$ cat src/verilog/sa_pkg.sv
package sa_pkg;

    // Word format, bfloat16 style
    localparam int DATA_W   = 16;   // Bits in one word
    localparam int EXP_W    = 8;    // Exponent field
    localparam int MAN_W    = 7;    // Stored mantissa, hidden bit implied
    localparam int EXP_BIAS = 127;  // Exponent bias
    localparam int EXP_MAX  = 254;  // Largest finite result exponent

    // One word seen two ways.
    // The raw view serves magnitude compare, zero test and storage,
    // and the fields view serves decoding.
    typedef union packed {
        logic [DATA_W-1:0] raw;     // Plain bit vector
        struct packed {
            logic             sign; // 1 = negative
            logic [EXP_W-1:0] exp;  // Biased exponent
            logic [MAN_W-1:0] man;  // Fraction, truncated
        } fields;
    } fp_word_u;

endpackage

$ cat src/verilog/act_skew_feeder.sv
module act_skew_feeder #(
    parameter int N = 2                     // Array dimension
) (
    input  logic             clk,
    input  logic             reset,
    input  logic             load_i,
    input  logic             start_i,
    input  sa_pkg::fp_word_u a_i [N*N],     // Matrix A, row-major
    output sa_pkg::fp_word_u west_o [N]     // One activation per array row
);
    import sa_pkg::*;

    localparam int LEN = 2 * N - 1;         // Room for N words plus N-1 skew slots

    // Row r carries column r of A, skewed r places toward the tail
    fp_word_u line [N][LEN];

    always_ff @(posedge clk or negedge reset) begin
        if (!reset) begin
            for (int r = 0; r < N; r++) begin
                for (int k = 0; k < LEN; k++) begin
                    line[r][k] <= '0;
                end
            end
        end else if (load_i) begin
            for (int r = 0; r < N; r++) begin
                for (int k = 0; k < LEN; k++) begin
                    line[r][k] <= '0;       // Skew slots stay zero
                end
                for (int m = 0; m < N; m++) begin
                    line[r][m+r] <= a_i[m*N+r];  // A[m][r] at m+r, later write wins
                end
            end
        end else if (start_i) begin
            for (int r = 0; r < N; r++) begin
                for (int k = 0; k < LEN - 1; k++) begin
                    line[r][k] <= line[r][k+1];  // Move toward the array
                end
                line[r][LEN-1] <= '0;       // Zeros fill in behind
            end
        end
    end

    // Head of each line drives its row
    always_comb begin
        for (int r = 0; r < N; r++) begin
            west_o[r] = line[r][0];
        end
    end

endmodule

$ cat src/verilog/fp_add.sv
module fp_add (
    input  sa_pkg::fp_word_u a_i,  // Partial sum from the north
    input  sa_pkg::fp_word_u b_i,  // Product of this cell
    output sa_pkg::fp_word_u s_o
);
    import sa_pkg::*;

    logic             a_big;     // a_i magnitude not below b_i
    fp_word_u         op_hi;     // Larger magnitude operand
    fp_word_u         op_lo;
    logic [EXP_W-1:0] diff;      // Alignment distance
    logic [MAN_W:0]   lo_align;  // Smaller mantissa after right shift
    logic [MAN_W+1:0] sum;       // Carry, hidden bit, fraction

    always_comb begin
        // Magnitude compare on raw bits below the sign
        a_big = a_i.raw[DATA_W-2:0] >= b_i.raw[DATA_W-2:0];
        op_hi = a_big ? a_i : b_i;
        op_lo = a_big ? b_i : a_i;

        diff     = op_hi.fields.exp - op_lo.fields.exp;
        lo_align = {1'b1, op_lo.fields.man} >> diff;   // Shifted-out bits are lost
        sum      = {1'b0, 1'b1, op_hi.fields.man} + {1'b0, lo_align};

        if ((&a_i.fields.exp) || (&b_i.fields.exp)) begin
            s_o.raw = '0;                              // Inf or NaN operand
        end else if (a_i.raw == '0) begin
            s_o = b_i;                                 // Exact pass-through
        end else if (b_i.raw == '0) begin
            s_o = a_i;
        end else if (a_i.fields.sign != b_i.fields.sign) begin
            s_o.raw = '0;                              // No subtract path
        end else begin
            s_o.fields.sign = op_hi.fields.sign;
            if (sum[MAN_W+1]) begin                    // Carry out, renormalize
                s_o.fields.exp = op_hi.fields.exp + 1'b1;
                s_o.fields.man = sum[MAN_W:1];
            end else begin
                s_o.fields.exp = op_hi.fields.exp;
                s_o.fields.man = sum[MAN_W-1:0];
            end
        end
    end

endmodule

$ cat src/verilog/fp_mul.sv
module fp_mul (
    input  sa_pkg::fp_word_u a_i,  // Activation
    input  sa_pkg::fp_word_u b_i,  // Stationary weight
    output sa_pkg::fp_word_u p_o   // Truncated product
);
    import sa_pkg::*;

    localparam int PROD_W = 2 * (MAN_W + 1);  // Hidden-bit product width

    logic [PROD_W-1:0] prod;       // Raw mantissa product, 1.0 to just under 4.0
    logic              top;        // Product at or above 2.0
    logic [MAN_W-1:0]  man;        // Normalized, truncated fraction
    logic [EXP_W+1:0]  e_sum;      // Exponent sum, still biased twice
    logic              sign;
    logic              zero;       // Either operand has zero exponent
    logic              out_range;  // Result exponent not representable

    always_comb begin
        prod = {1'b1, a_i.fields.man} * {1'b1, b_i.fields.man};
        top  = prod[PROD_W-1];

        // Normalize on the top bit and drop the rest, no rounding
        man = top ? prod[PROD_W-2 -: MAN_W] : prod[PROD_W-3 -: MAN_W];

        // Normalizing shift bumps the exponent by one
        e_sum = (EXP_W+2)'(a_i.fields.exp) + (EXP_W+2)'(b_i.fields.exp)
              + (EXP_W+2)'(top);

        sign = a_i.fields.sign ^ b_i.fields.sign;
        zero = (a_i.fields.exp == '0) || (b_i.fields.exp == '0);

        // After removing one bias the exponent must land in 1..EXP_MAX
        out_range = (e_sum <= (EXP_W+2)'(EXP_BIAS))
                 || (e_sum > (EXP_W+2)'(EXP_MAX + EXP_BIAS));

        if (zero) begin
            p_o.raw = '0;                   // Plain zero, sign dropped too
        end else if (out_range) begin
            p_o.fields.sign = sign;
            p_o.fields.exp  = '1;           // Overflow and underflow share this pattern
            p_o.fields.man  = '0;
        end else begin
            p_o.fields.sign = sign;
            p_o.fields.exp  = EXP_W'(e_sum - (EXP_W+2)'(EXP_BIAS));
            p_o.fields.man  = man;
        end
    end

endmodule

$ cat src/verilog/pe_cell.sv
module pe_cell (
    input  logic             clk,
    input  logic             reset,
    input  logic             load_i,    // Capture weight
    input  logic             start_i,   // Advance one step
    input  sa_pkg::fp_word_u weight_i,
    input  sa_pkg::fp_word_u west_i,    // Activation in
    input  sa_pkg::fp_word_u north_i,   // Partial sum in
    output sa_pkg::fp_word_u east_o,    // Activation out, one step later
    output sa_pkg::fp_word_u south_o    // north_i + west_i * weight
);
    import sa_pkg::*;

    fp_word_u weight;  // Stationary for the whole job
    fp_word_u prod;
    fp_word_u psum;

    fp_mul u_mul (.a_i(west_i), .b_i(weight), .p_o(prod));
    fp_add u_add (.a_i(north_i), .b_i(prod), .s_o(psum));

    always_ff @(posedge clk or negedge reset) begin
        if (!reset) begin
            weight  <= '0;
            east_o  <= '0;
            south_o <= '0;
        end else if (load_i) begin      // Load wins over start
            weight  <= weight_i;
            east_o  <= '0;              // Flush leftovers of the previous job
            south_o <= '0;
        end else if (start_i) begin
            east_o  <= west_i;
            south_o <= psum;
        end
    end

endmodule

$ cat src/verilog/psum_drain.sv
module psum_drain #(
    parameter int N = 2                     // Array dimension
) (
    input  logic             clk,
    input  logic             reset,
    input  logic             load_i,
    input  logic             start_i,
    input  sa_pkg::fp_word_u south_i [N],   // Bottom row of the array
    output sa_pkg::fp_word_u c_o [N*N],     // Result, row-major
    output logic             done_o
);
    import sa_pkg::*;

    localparam int LAST  = 3 * N - 1;       // Terminal step
    localparam int CNT_W = $clog2(3 * N);

    logic [CNT_W-1:0] cnt;                  // Compute step since load
    logic             step;                 // One compute step this cycle
    logic             capture;

    assign step    = start_i && !load_i && !done_o;
    assign capture = step && (cnt == CNT_W'(LAST));

    always_ff @(posedge clk or negedge reset) begin
        if (!reset) begin
            cnt    <= '0;
            done_o <= 1'b0;
        end else if (load_i) begin
            cnt    <= '0;                   // New job
            done_o <= 1'b0;
        end else if (capture) begin
            done_o <= 1'b1;                 // Counter parks on LAST
        end else if (step) begin
            cnt    <= cnt + 1'b1;
        end
    end

    // C[m][c] leaves the array at step m+c+N, so column c needs N-1-c steps
    // of delay to line up with the last column, plus N slots for its results
    for (genvar c = 0; c < N; c++) begin : g_col
        localparam int DEPTH = 2 * N - 1 - c;

        fp_word_u dl  [DEPTH];              // dl[0] is the newest
        fp_word_u res [N];                  // Captured column of C

        always_ff @(posedge clk or negedge reset) begin
            if (!reset) begin
                for (int k = 0; k < DEPTH; k++) begin
                    dl[k] <= '0;
                end
                for (int m = 0; m < N; m++) begin
                    res[m] <= '0;
                end
            end else begin
                if (step) begin
                    dl[0] <= south_i[c];
                    for (int k = 1; k < DEPTH; k++) begin
                        dl[k] <= dl[k-1];
                    end
                end
                if (capture) begin
                    for (int m = 0; m < N; m++) begin
                        res[m] <= dl[2*N-2-m-c];  // Older rows sit deeper
                    end
                end
            end
        end

        for (genvar m = 0; m < N; m++) begin : g_row
            assign c_o[m*N+c] = res[m];
        end
    end

endmodule

$ cat src/verilog/systolic_mm_top.sv
module systolic_mm_top #(
    parameter int N = 2                     // Array dimension
) (
    input  logic             clk,
    input  logic             reset,
    input  logic             load_i,        // One-cycle pulse, captures A and B
    input  logic             start_i,       // Compute while high
    input  sa_pkg::fp_word_u a_i [N*N],     // Row-major
    input  sa_pkg::fp_word_u b_i [N*N],     // Row-major, becomes the weights
    output sa_pkg::fp_word_u c_o [N*N],     // A x B, row-major
    output logic             done_o         // High from step 3N-1 until next load
);
    import sa_pkg::*;

    // Activations by column, act[c][r] enters cell (r,c) from the west
    fp_word_u act  [N+1][N];
    // Partial sums by row, psum[r][c] enters cell (r,c) from the north
    fp_word_u psum [N+1][N];

    act_skew_feeder #(.N(N)) u_feeder (
        .clk     (clk),
        .reset   (reset),
        .load_i  (load_i),
        .start_i (start_i),
        .a_i     (a_i),
        .west_o  (act[0])
    );

    for (genvar c = 0; c < N; c++) begin : g_top
        assign psum[0][c] = '0;             // Top row starts from zero
    end

    for (genvar r = 0; r < N; r++) begin : g_row
        for (genvar c = 0; c < N; c++) begin : g_col
            pe_cell u_cell (
                .clk      (clk),
                .reset    (reset),
                .load_i   (load_i),
                .start_i  (start_i),
                .weight_i (b_i[r*N+c]),     // B[r][c]
                .west_i   (act[c][r]),
                .north_i  (psum[r][c]),
                .east_o   (act[c+1][r]),
                .south_o  (psum[r+1][c])
            );
        end
    end

    psum_drain #(.N(N)) u_drain (
        .clk     (clk),
        .reset   (reset),
        .load_i  (load_i),
        .start_i (start_i),
        .south_i (psum[N]),
        .c_o     (c_o),
        .done_o  (done_o)
    );

endmodule
$ cat config.mk
export PLATFORM = sky130hd
export DESIGN_NAME = systolic_mm_top
export DESIGN_NICKNAME = d
export VERILOG_FILES = /design/src/verilog/sa_pkg.sv /design/src/verilog/act_skew_feeder.sv /design/src/verilog/fp_add.sv /design/src/verilog/fp_mul.sv /design/src/verilog/pe_cell.sv /design/src/verilog/psum_drain.sv /design/src/verilog/systolic_mm_top.sv
export SDC_FILE = /design/constraint.sdc
export NUM_CORES = 1
export LEC_CHECK = 0
export BUFFER_PORTS_ARGS = -buffer_cell sky130_fd_sc_hd__buf_2
export CORE_MARGIN = 3
export CORE_UTILIZATION = 43
export CTS_CLUSTER_SIZE = 10
export DETAILED_ROUTE_END_ITERATION = 8
export PLACE_DENSITY = 0.59
export SETUP_SLACK_MARGIN = 0.1
export SLEW_MARGIN = 0
export SYNTH_ARGS = -nofsm -noshare
export SYNTH_HDL_FRONTEND = slang
export SYNTH_SLANG_ARGS = --single-unit
$ cat constraint.sdc
create_clock -name clk -period 20.9 [get_ports clk]
set_input_delay 2.09 -clock clk [delete_from_list [all_inputs] [get_ports clk]]
set_output_delay 2.09 -clock clk [all_outputs]
set_load 0.02 [all_outputs]
==> results of run 1 <==
-- routing by layer --
metal / up-vias / global-route usage, % / routed length [um]
met2: 484 / 36.87 / 38210
met5: - / 0 / 0
met3: 104 / 2.909 / 3282
met4: 0 / 4.926 / 1486
li1: 11174 / - / -
met1: 11468 / 30.90 / 37590
-- registers in the layout, summed over array words and instances, names as in the netlist --
register,count
u_drain.g_col.dl,80
g_row.g_col.u_cell.south_o,64
g_row.g_col.u_cell.weight,64
u_drain.c_o,64
u_feeder.line,48
g_row.g_col.u_cell.east_o,32
u_feeder.west_o,32
u_drain.cnt,3
u_drain.done_o,1
-- cell usage after synthesis (17+ instances only) --
library cell / count
o211ai_1: 19
o21ai_0: 194
nand2b_1: 22
nor3_1: 51
fa_1: 150
xor2_1: 38
nor2_1: 195
nand4_1: 17
and2_1: 156
a21oi_1: 115
xnor2_1: 59
mux2i_1: 120
mux2_2: 207
nor2b_1: 25
dfrtp_1: 388
nand2_1: 345
nor4_1: 30
clkbuf_1: 88
inv_1: 284
ha_1: 220
nand3_1: 44
a21o_1: 29
-- kinds of logic after synthesis --
family / count (synthesis)
adder cells (fa/ha/maj): 370
multiplexers: 333
AO/OA/AOI/OAI: 569
AND/OR/NAND/NOR: 972
buffers and inverters: 396
flip-flops: 388
XOR/XNOR: 100
-- layout make-up --
type	count	area (um^2)
Fill cell	6531	35410
Multi-Input combinational cell	2344	18920
Sequential cell	388	9709
Clock buffer	64	1323
Timing Repair Buffer	218	1169
Tap cell	931	1165
Inverter	286	1074
Clock inverter	11	175.2
-- stage by stage --
stage | std cells | total power [W] | util [%] | setup slack, ns
after CTS | 4242 | 0.003358 | 48.64 | 6.356
final | 4242 | 0.003334 | 48.64 | 6.318
after floorplan | 3128 | 0.002125 | - | 8.514
after global placement | 4167 | 0.002513 | 46.46 | 6.778
after detailed placement | 4167 | 0.002537 | 46.46 | 6.394
after global routing | 4242 | 0.003596 | 48.64 | 5.218
-- power breakdown --
group          switching [W]  internal, W  leakage, nW  total (W)
Clock               0.000329     0.000467        0.720   0.000797
Sequential          0.000139     0.000870         5.12    0.00101
Combinational       0.000914     0.000615         10.7    0.00153
-- worst paths after layout --
kind / slack, ns / to
worst max-delay path: 6.32 / g_row[1].g_col[0].u_cell.south_o[1]
worst min-delay path: 0.48 / g_row[1].g_col[0].u_cell.south_o[15]
worst max register to register: 6.32 / g_row[1].g_col[0].u_cell.south_o[1]
worst min register to register: 0.48 / g_row[1].g_col[0].u_cell.south_o[15]
max in group asynchronous: 17.04 / u_feeder.line[68]
min in group asynchronous: 1.54 / g_row[1].g_col[1].u_cell.weight[1]
-- worst reg2reg max path: cells and delay by family (launching register included) --
kind | cells | cell delay (ns)
buffers and inverters | 8 | 1.14
muxes | 4 | 1.39
and+or+nand+nor | 11 | 2.80
adders and majority gates | 10 | 4.50
AOI/OAI and AO/OA | 15 | 3.84
xor gates and xnor gates | 1 | 0.25
DFF | 1 | 0.53
==> metrics.md, run 1 <==
| Metric | Value |
|---|---|
| Status | complete, no violations |
| Ys Warns | 0 |
| Final ANT Viol Nets | 0 |
| Hold_sp | g_row[1].g_col[0].u_cell.south_o[15] |
| Core Area | 68950 um^2 |
| Share of layout cells above drive strength 1 | 17.03% |
| Leak | 16.54 nW |
| Main combinational cell family by area after synthesis | adder cells |
| Most frequent cells in the layout | 388 x dfrtp_1, 345 x nand2_1, 284 x inv_1, 220 x ha_1, 207 x mux2_2 |
| Synth Area in Adders | 19.11% |
| Syn Inst Count | 3128 |
| CTS Buffer Depth | 3 |
| Sink Count | 388 |
| Max incr delay on CP | 0.72 ns |
| Synth Area in Simple Gates | 15.81% |
| Total GRT Usage | 22.15% |
| Critical path's top delay family | adder cells |
| Required time worst endpoint | 21.38 ns |
| Min Tclk post-route | 14.58 ns |
| Buf+Inv Stages, Crit Path | 8 |
| Hold slack | 0.4841 ns |
| IO Port Bufs | 196 |
| Worst-margin pin slew | 1.084 ns |
| Latest clock arrival within the worst-skew pair | 0.61 ns |
| Multiplexer area fraction after synthesis | 12.15% |
| First-pass GRT wire length | 132200 um |
| Placer Congestion | 0.9194 |
| Synth area leaders | dfrtp_1 32%, fa_1 10%, ha_1 9.1% |
| 1st-iter DRT viols | 1184 |
| Synth Area in XOR/XNOR | 3.021% |
| Register area share after synthesis | 32.24% |
| Peak VDD IR | 62.89 uV |
| Max Cap Viol | 0 |
| Primary FF master, synth | dfrtp_1 |
| Routed WL per cell | 18.99 um |
| Initial antenna violation count | 0 |
| Root Buffer Master | clkbuf_16 |
| Skew final | 0.05716 ns |
| CTS tree | yes |
| Worst Path Arrival | 15.06 ns |
| Hold Crit Class | register to register |
| Commonest non-fill, non-tap cell in the layout | dfrtp_1 |
| Worst Hold Path Cells | 2 |
| Initial core utilization | 43.68% |
| Die width | 270.6 um |
| Synth cell types | 112 |
| CP Max Fanout | 26 |
| # Post-CTS Setup Buffers | 0 |
| Total grt overflow | 0 |
| Vias | 23230 |
| Post-Syn Area | 30110 um^2 |
| Share of the synthesized area in the top cell type | 32.24% |
| Largest net degree at the start of global routing | 141 |
| Post-synth EDFFs | 0 |
| Fin area | 33530 um^2 |
| Die ar. | 73240 um^2 |
| Routed wire length | 80560 um |
| Die span in y | 270.6 um |
| Net Count, Synth | 3630 |
| Placed cell areas | 32040 um^2 |
| Final setup viols | 0 |
| Post-CTS Resized | 0 |
| Area leader, netlist | dfrtp_1 |
| Final Hold Fails | 0 |
| Vias in the first global route | 23994 |
| Setup CP Type | register to register |
| Clock-pin slew on the worst setup and hold paths | 0.05 ns |
| Final Max Tran Viols | 0 |
| Post-route DRC | 0 |
| Unrepaired setup endpoints after global routing | false |
| FF-to-FF path depth | 49 |
| Power per Cell Area | 99.43 nW/um^2 |
| FMAX | 68.58 MHz |
| #FFs+latches synth | 388 |
| Reg2reg start | u_feeder.west_o[2] |
| CP Depth | 49 |
| Slew Limit Headroom | 25.88% |
| Antenna Cells | 0 |
| H-Tree Depth | 2 |
| CP Capture Type | register |
| Critical Path Start | u_feeder.west_o[2] |
| Fin nets | 3789 |
| DR pass1 iterations | 7 |
| Setup tns final | 0 ns |
| Area growth syn-to-layout | 11.36% |
| CTS Hold Bufs | 0 |
| Rows | 96 |
| Startpoint Class | register |
| Final worst path period share | 69.77% |
| CP max-delay cell | a221oi_1 |
| Mean Syn Cell Area | 9.627 um^2 |
| Vias per cell | 5.476 |
| IO Pins | 197 |
| Area fraction in compound gates after synthesis | 12.60% |
| Total CTS buffers | 49 |
| Async SR Flop Fraction | 100.0% |
| Final HPWL DP | 61890 um |
Note: power is estimated with default switching activity, not from simulation.
==> inputs of run 2 (changes only) <==
--- a/config.mk
+++ b/config.mk
@@ -10,7 +10,7 @@
 export CORE_UTILIZATION = 43
 export CTS_CLUSTER_SIZE = 10
 export DETAILED_ROUTE_END_ITERATION = 8
-export PLACE_DENSITY = 0.59
+export PLACE_DENSITY = 0.61
 export SETUP_SLACK_MARGIN = 0.1
 export SLEW_MARGIN = 0
 export SYNTH_ARGS = -nofsm -noshare
==> constraint.sdc (replaced) <==
create_clock -name clk -period 12.35 [get_ports clk]
set_input_delay 1.235 -clock clk [delete_from_list [all_inputs] [get_ports clk]]
set_output_delay 1.235 -clock clk [all_outputs]
set_load 0.02 [all_outputs]
==> run 2 against run 1 <==
Against the previous run: critical path depth grew 7; maximum frequency is 23% higher; register-to-register slack worse by 5.9 ns; die area stayed put; first-iteration DRC count up 24%; combinational power increased by 87%; clock power up 66%; global-route usage shrank 1.0 points; total power is 76% higher; non-clock buffer count up 150; largest power group unchanged.
==> metrics.md, run 2 (same netlist as run 1, synthesis figures left out) <==
| Metric | Value |
|---|---|
| IO Pins | 197 |
| Vias | 23502 |
| Total CTS buffers | 49 |
| CP Capture Type | register |
| Initial core utilization | 43.68% |
| Vias in the first global route | 23191 |
| Clock-pin slew on the worst setup and hold paths | 0.06 ns |
| Peak VDD IR | 119.8 uV |
| Skew final | 0.05731 ns |
| Post-route DRC | 0 |
| Antenna Cells | 0 |
| Required time worst endpoint | 12.88 ns |
| Fin area | 35080 um^2 |
| Fin nets | 3939 |
| Core Area | 68950 um^2 |
| Initial antenna violation count | 0 |
| Most frequent cells in the layout | 379 x dfrtp_1, 344 x nand2_1, 278 x inv_1, 213 x ha_1, 207 x mux2_2 |
| Placed cell areas | 32980 um^2 |
| Latest clock arrival within the worst-skew pair | 0.61 ns |
| CTS Hold Bufs | 0 |
| IO Port Bufs | 196 |
| Hold Crit Class | register to register |
| Largest register FFs | 80 |
| Total GRT Usage | 21.15% |
| Worst slack, placed | -0.09289 ns |
| Root Buffer Master | clkbuf_16 |
| Commonest non-fill, non-tap cell in the layout | dfrtp_1 |
| Final worst path period share | 96.36% |
| CTS Buffer Depth | 3 |
| H-Tree Depth | 2 |
| Min Tclk post-route | 11.90 ns |
| CP Max Fanout | 8 |
| Critical path's top delay family | adder cells |
| Slew Limit Headroom | 25.59% |
| Worst-margin pin slew | 1.104 ns |
| Final Max Tran Viols | 0 |
| Hold slack | 0.4962 ns |
| Routed WL per cell | 17.77 um |
| Worst Path Arrival | 12.43 ns |
| DR pass1 iterations | 6 |
| Final Hold Fails | 0 |
| CTS tree | yes |
| Share of layout cells above drive strength 1 | 22.89% |
| CP max-delay cell | fa_1 |
| Die span in y | 270.6 um |
| Vias per cell | 5.357 |
| Placer Congestion | 0.9194 |
| Final setup margin | 0.4493 ns |
| Rows | 96 |
| Status | complete, no violations |
| Startpoint Class | register |
| Die width | 270.6 um |
| Buf+Inv Stages, Crit Path | 8 |
| Leak | 17.32 nW |
| Power per Cell Area | 167.5 nW/um^2 |
| Max Cap Viol | 0 |
| Setup CP Type | register to register |
| Total grt overflow | 0 |
| Die ar. | 73240 um^2 |
| Sink Count | 388 |
| Reg with most FFs | u_drain.g_col.dl |
| Final setup viols | 0 |
| Routed wire length | 77950 um |
| Area growth syn-to-layout | 16.48% |
| 1st-iter DRT viols | 1471 |
| Setup tns final | 0 ns |
| First-pass GRT wire length | 126800 um |
| Largest net degree at the start of global routing | 115 |
| Final ANT Viol Nets | 0 |
| FMAX | 84.03 MHz |
| Final HPWL DP | 59170 um |
| Max incr delay on CP | 0.55 ns |
[run 2: cell types whose count changed in the layout (fill, tap and decap cells not counted), moves of 6 or more]
cell      previous run  this run
clkbuf_1            11         4
a21oi_2              1         7
inv_2                2         8
o21ai_0            194       188
buf_4               22       168
dfrtp_1            388       379
inv_1              284       278
fa_1               150       144
fa_2                 0         6
ha_1               220       213
dfrtp_2              0         9
a21oi_1            115       108
[run 2: stage by stage]
stage          std cells  util (%)  power (W)
2_1_floorplan       3128         -   0.003596
3_3_place_gp        4291     47.84   0.004400
3_5_place_dp        4291     47.84   0.004419
4_1_cts             4361     49.97   0.005781
5_1_grt             4387     50.88   0.006329
6_report            4387     50.88   0.005874
[run 2: power breakdown]
group          switching (W)  leakage [nW]  internal [W]
combinational        0.00163          11.5       0.00122
clock               0.000559         0.706      0.000761
sequential          0.000225          5.11       0.00147
[run 2: final cells by class]
cell class	count	area (um^2)
Sequential cell	388	9721
Multi-Input combinational cell	2344	19330
Timing Repair Buffer	368	2321
Tap cell	931	1165
Fill cell	6479	33870
Inverter	286	1074
Clock inverter	10	126.4
Clock buffer	60	1338
[run 2: metal layers]
| metal | share of wire [%] | routed length [um] | global-route usage [%] | up-vias |
|---|---|---|---|---|
| li1 | - | - | - | 11441 |
| met1 | 49 | 38010 | 31.06 | 11478 |
| met2 | 46 | 35490 | 33.84 | 504 |
| met3 | 4.0 | 3090 | 2.483 | 79 |
| met4 | 1.7 | 1359 | 4.131 | 0 |
| met5 | 0 | 0 | 0 | - |
[run 2: timing repair]
item                       CTS  global route
setup buffers                0            26
gates resized for setup      2            96
hold endpoints to repair     0             0
setup endpoints to repair    7            30
pin swaps                    0            50
[run 2: path summary, 6_finish.rpt]
path	cells past startpoint	slack, ns	start	endpoint
min	1	0.50	u_drain.g_col[1].dl[9]	u_drain.c_o[41]
max in group asynchronous	3	9.73	reset	u_drain.c_o[52]
min in group asynchronous	1	0.68	reset	u_drain.g_col[1].dl[22]
min reg2reg	1	0.50	u_drain.g_col[1].dl[9]	u_drain.c_o[41]
max	56	0.45	g_row[1].g_col[1].u_cell.weight[4]	g_row[1].g_col[1].u_cell.south_o[13]
max reg2reg	56	0.45	g_row[1].g_col[1].u_cell.weight[4]	g_row[1].g_col[1].u_cell.south_o[13]
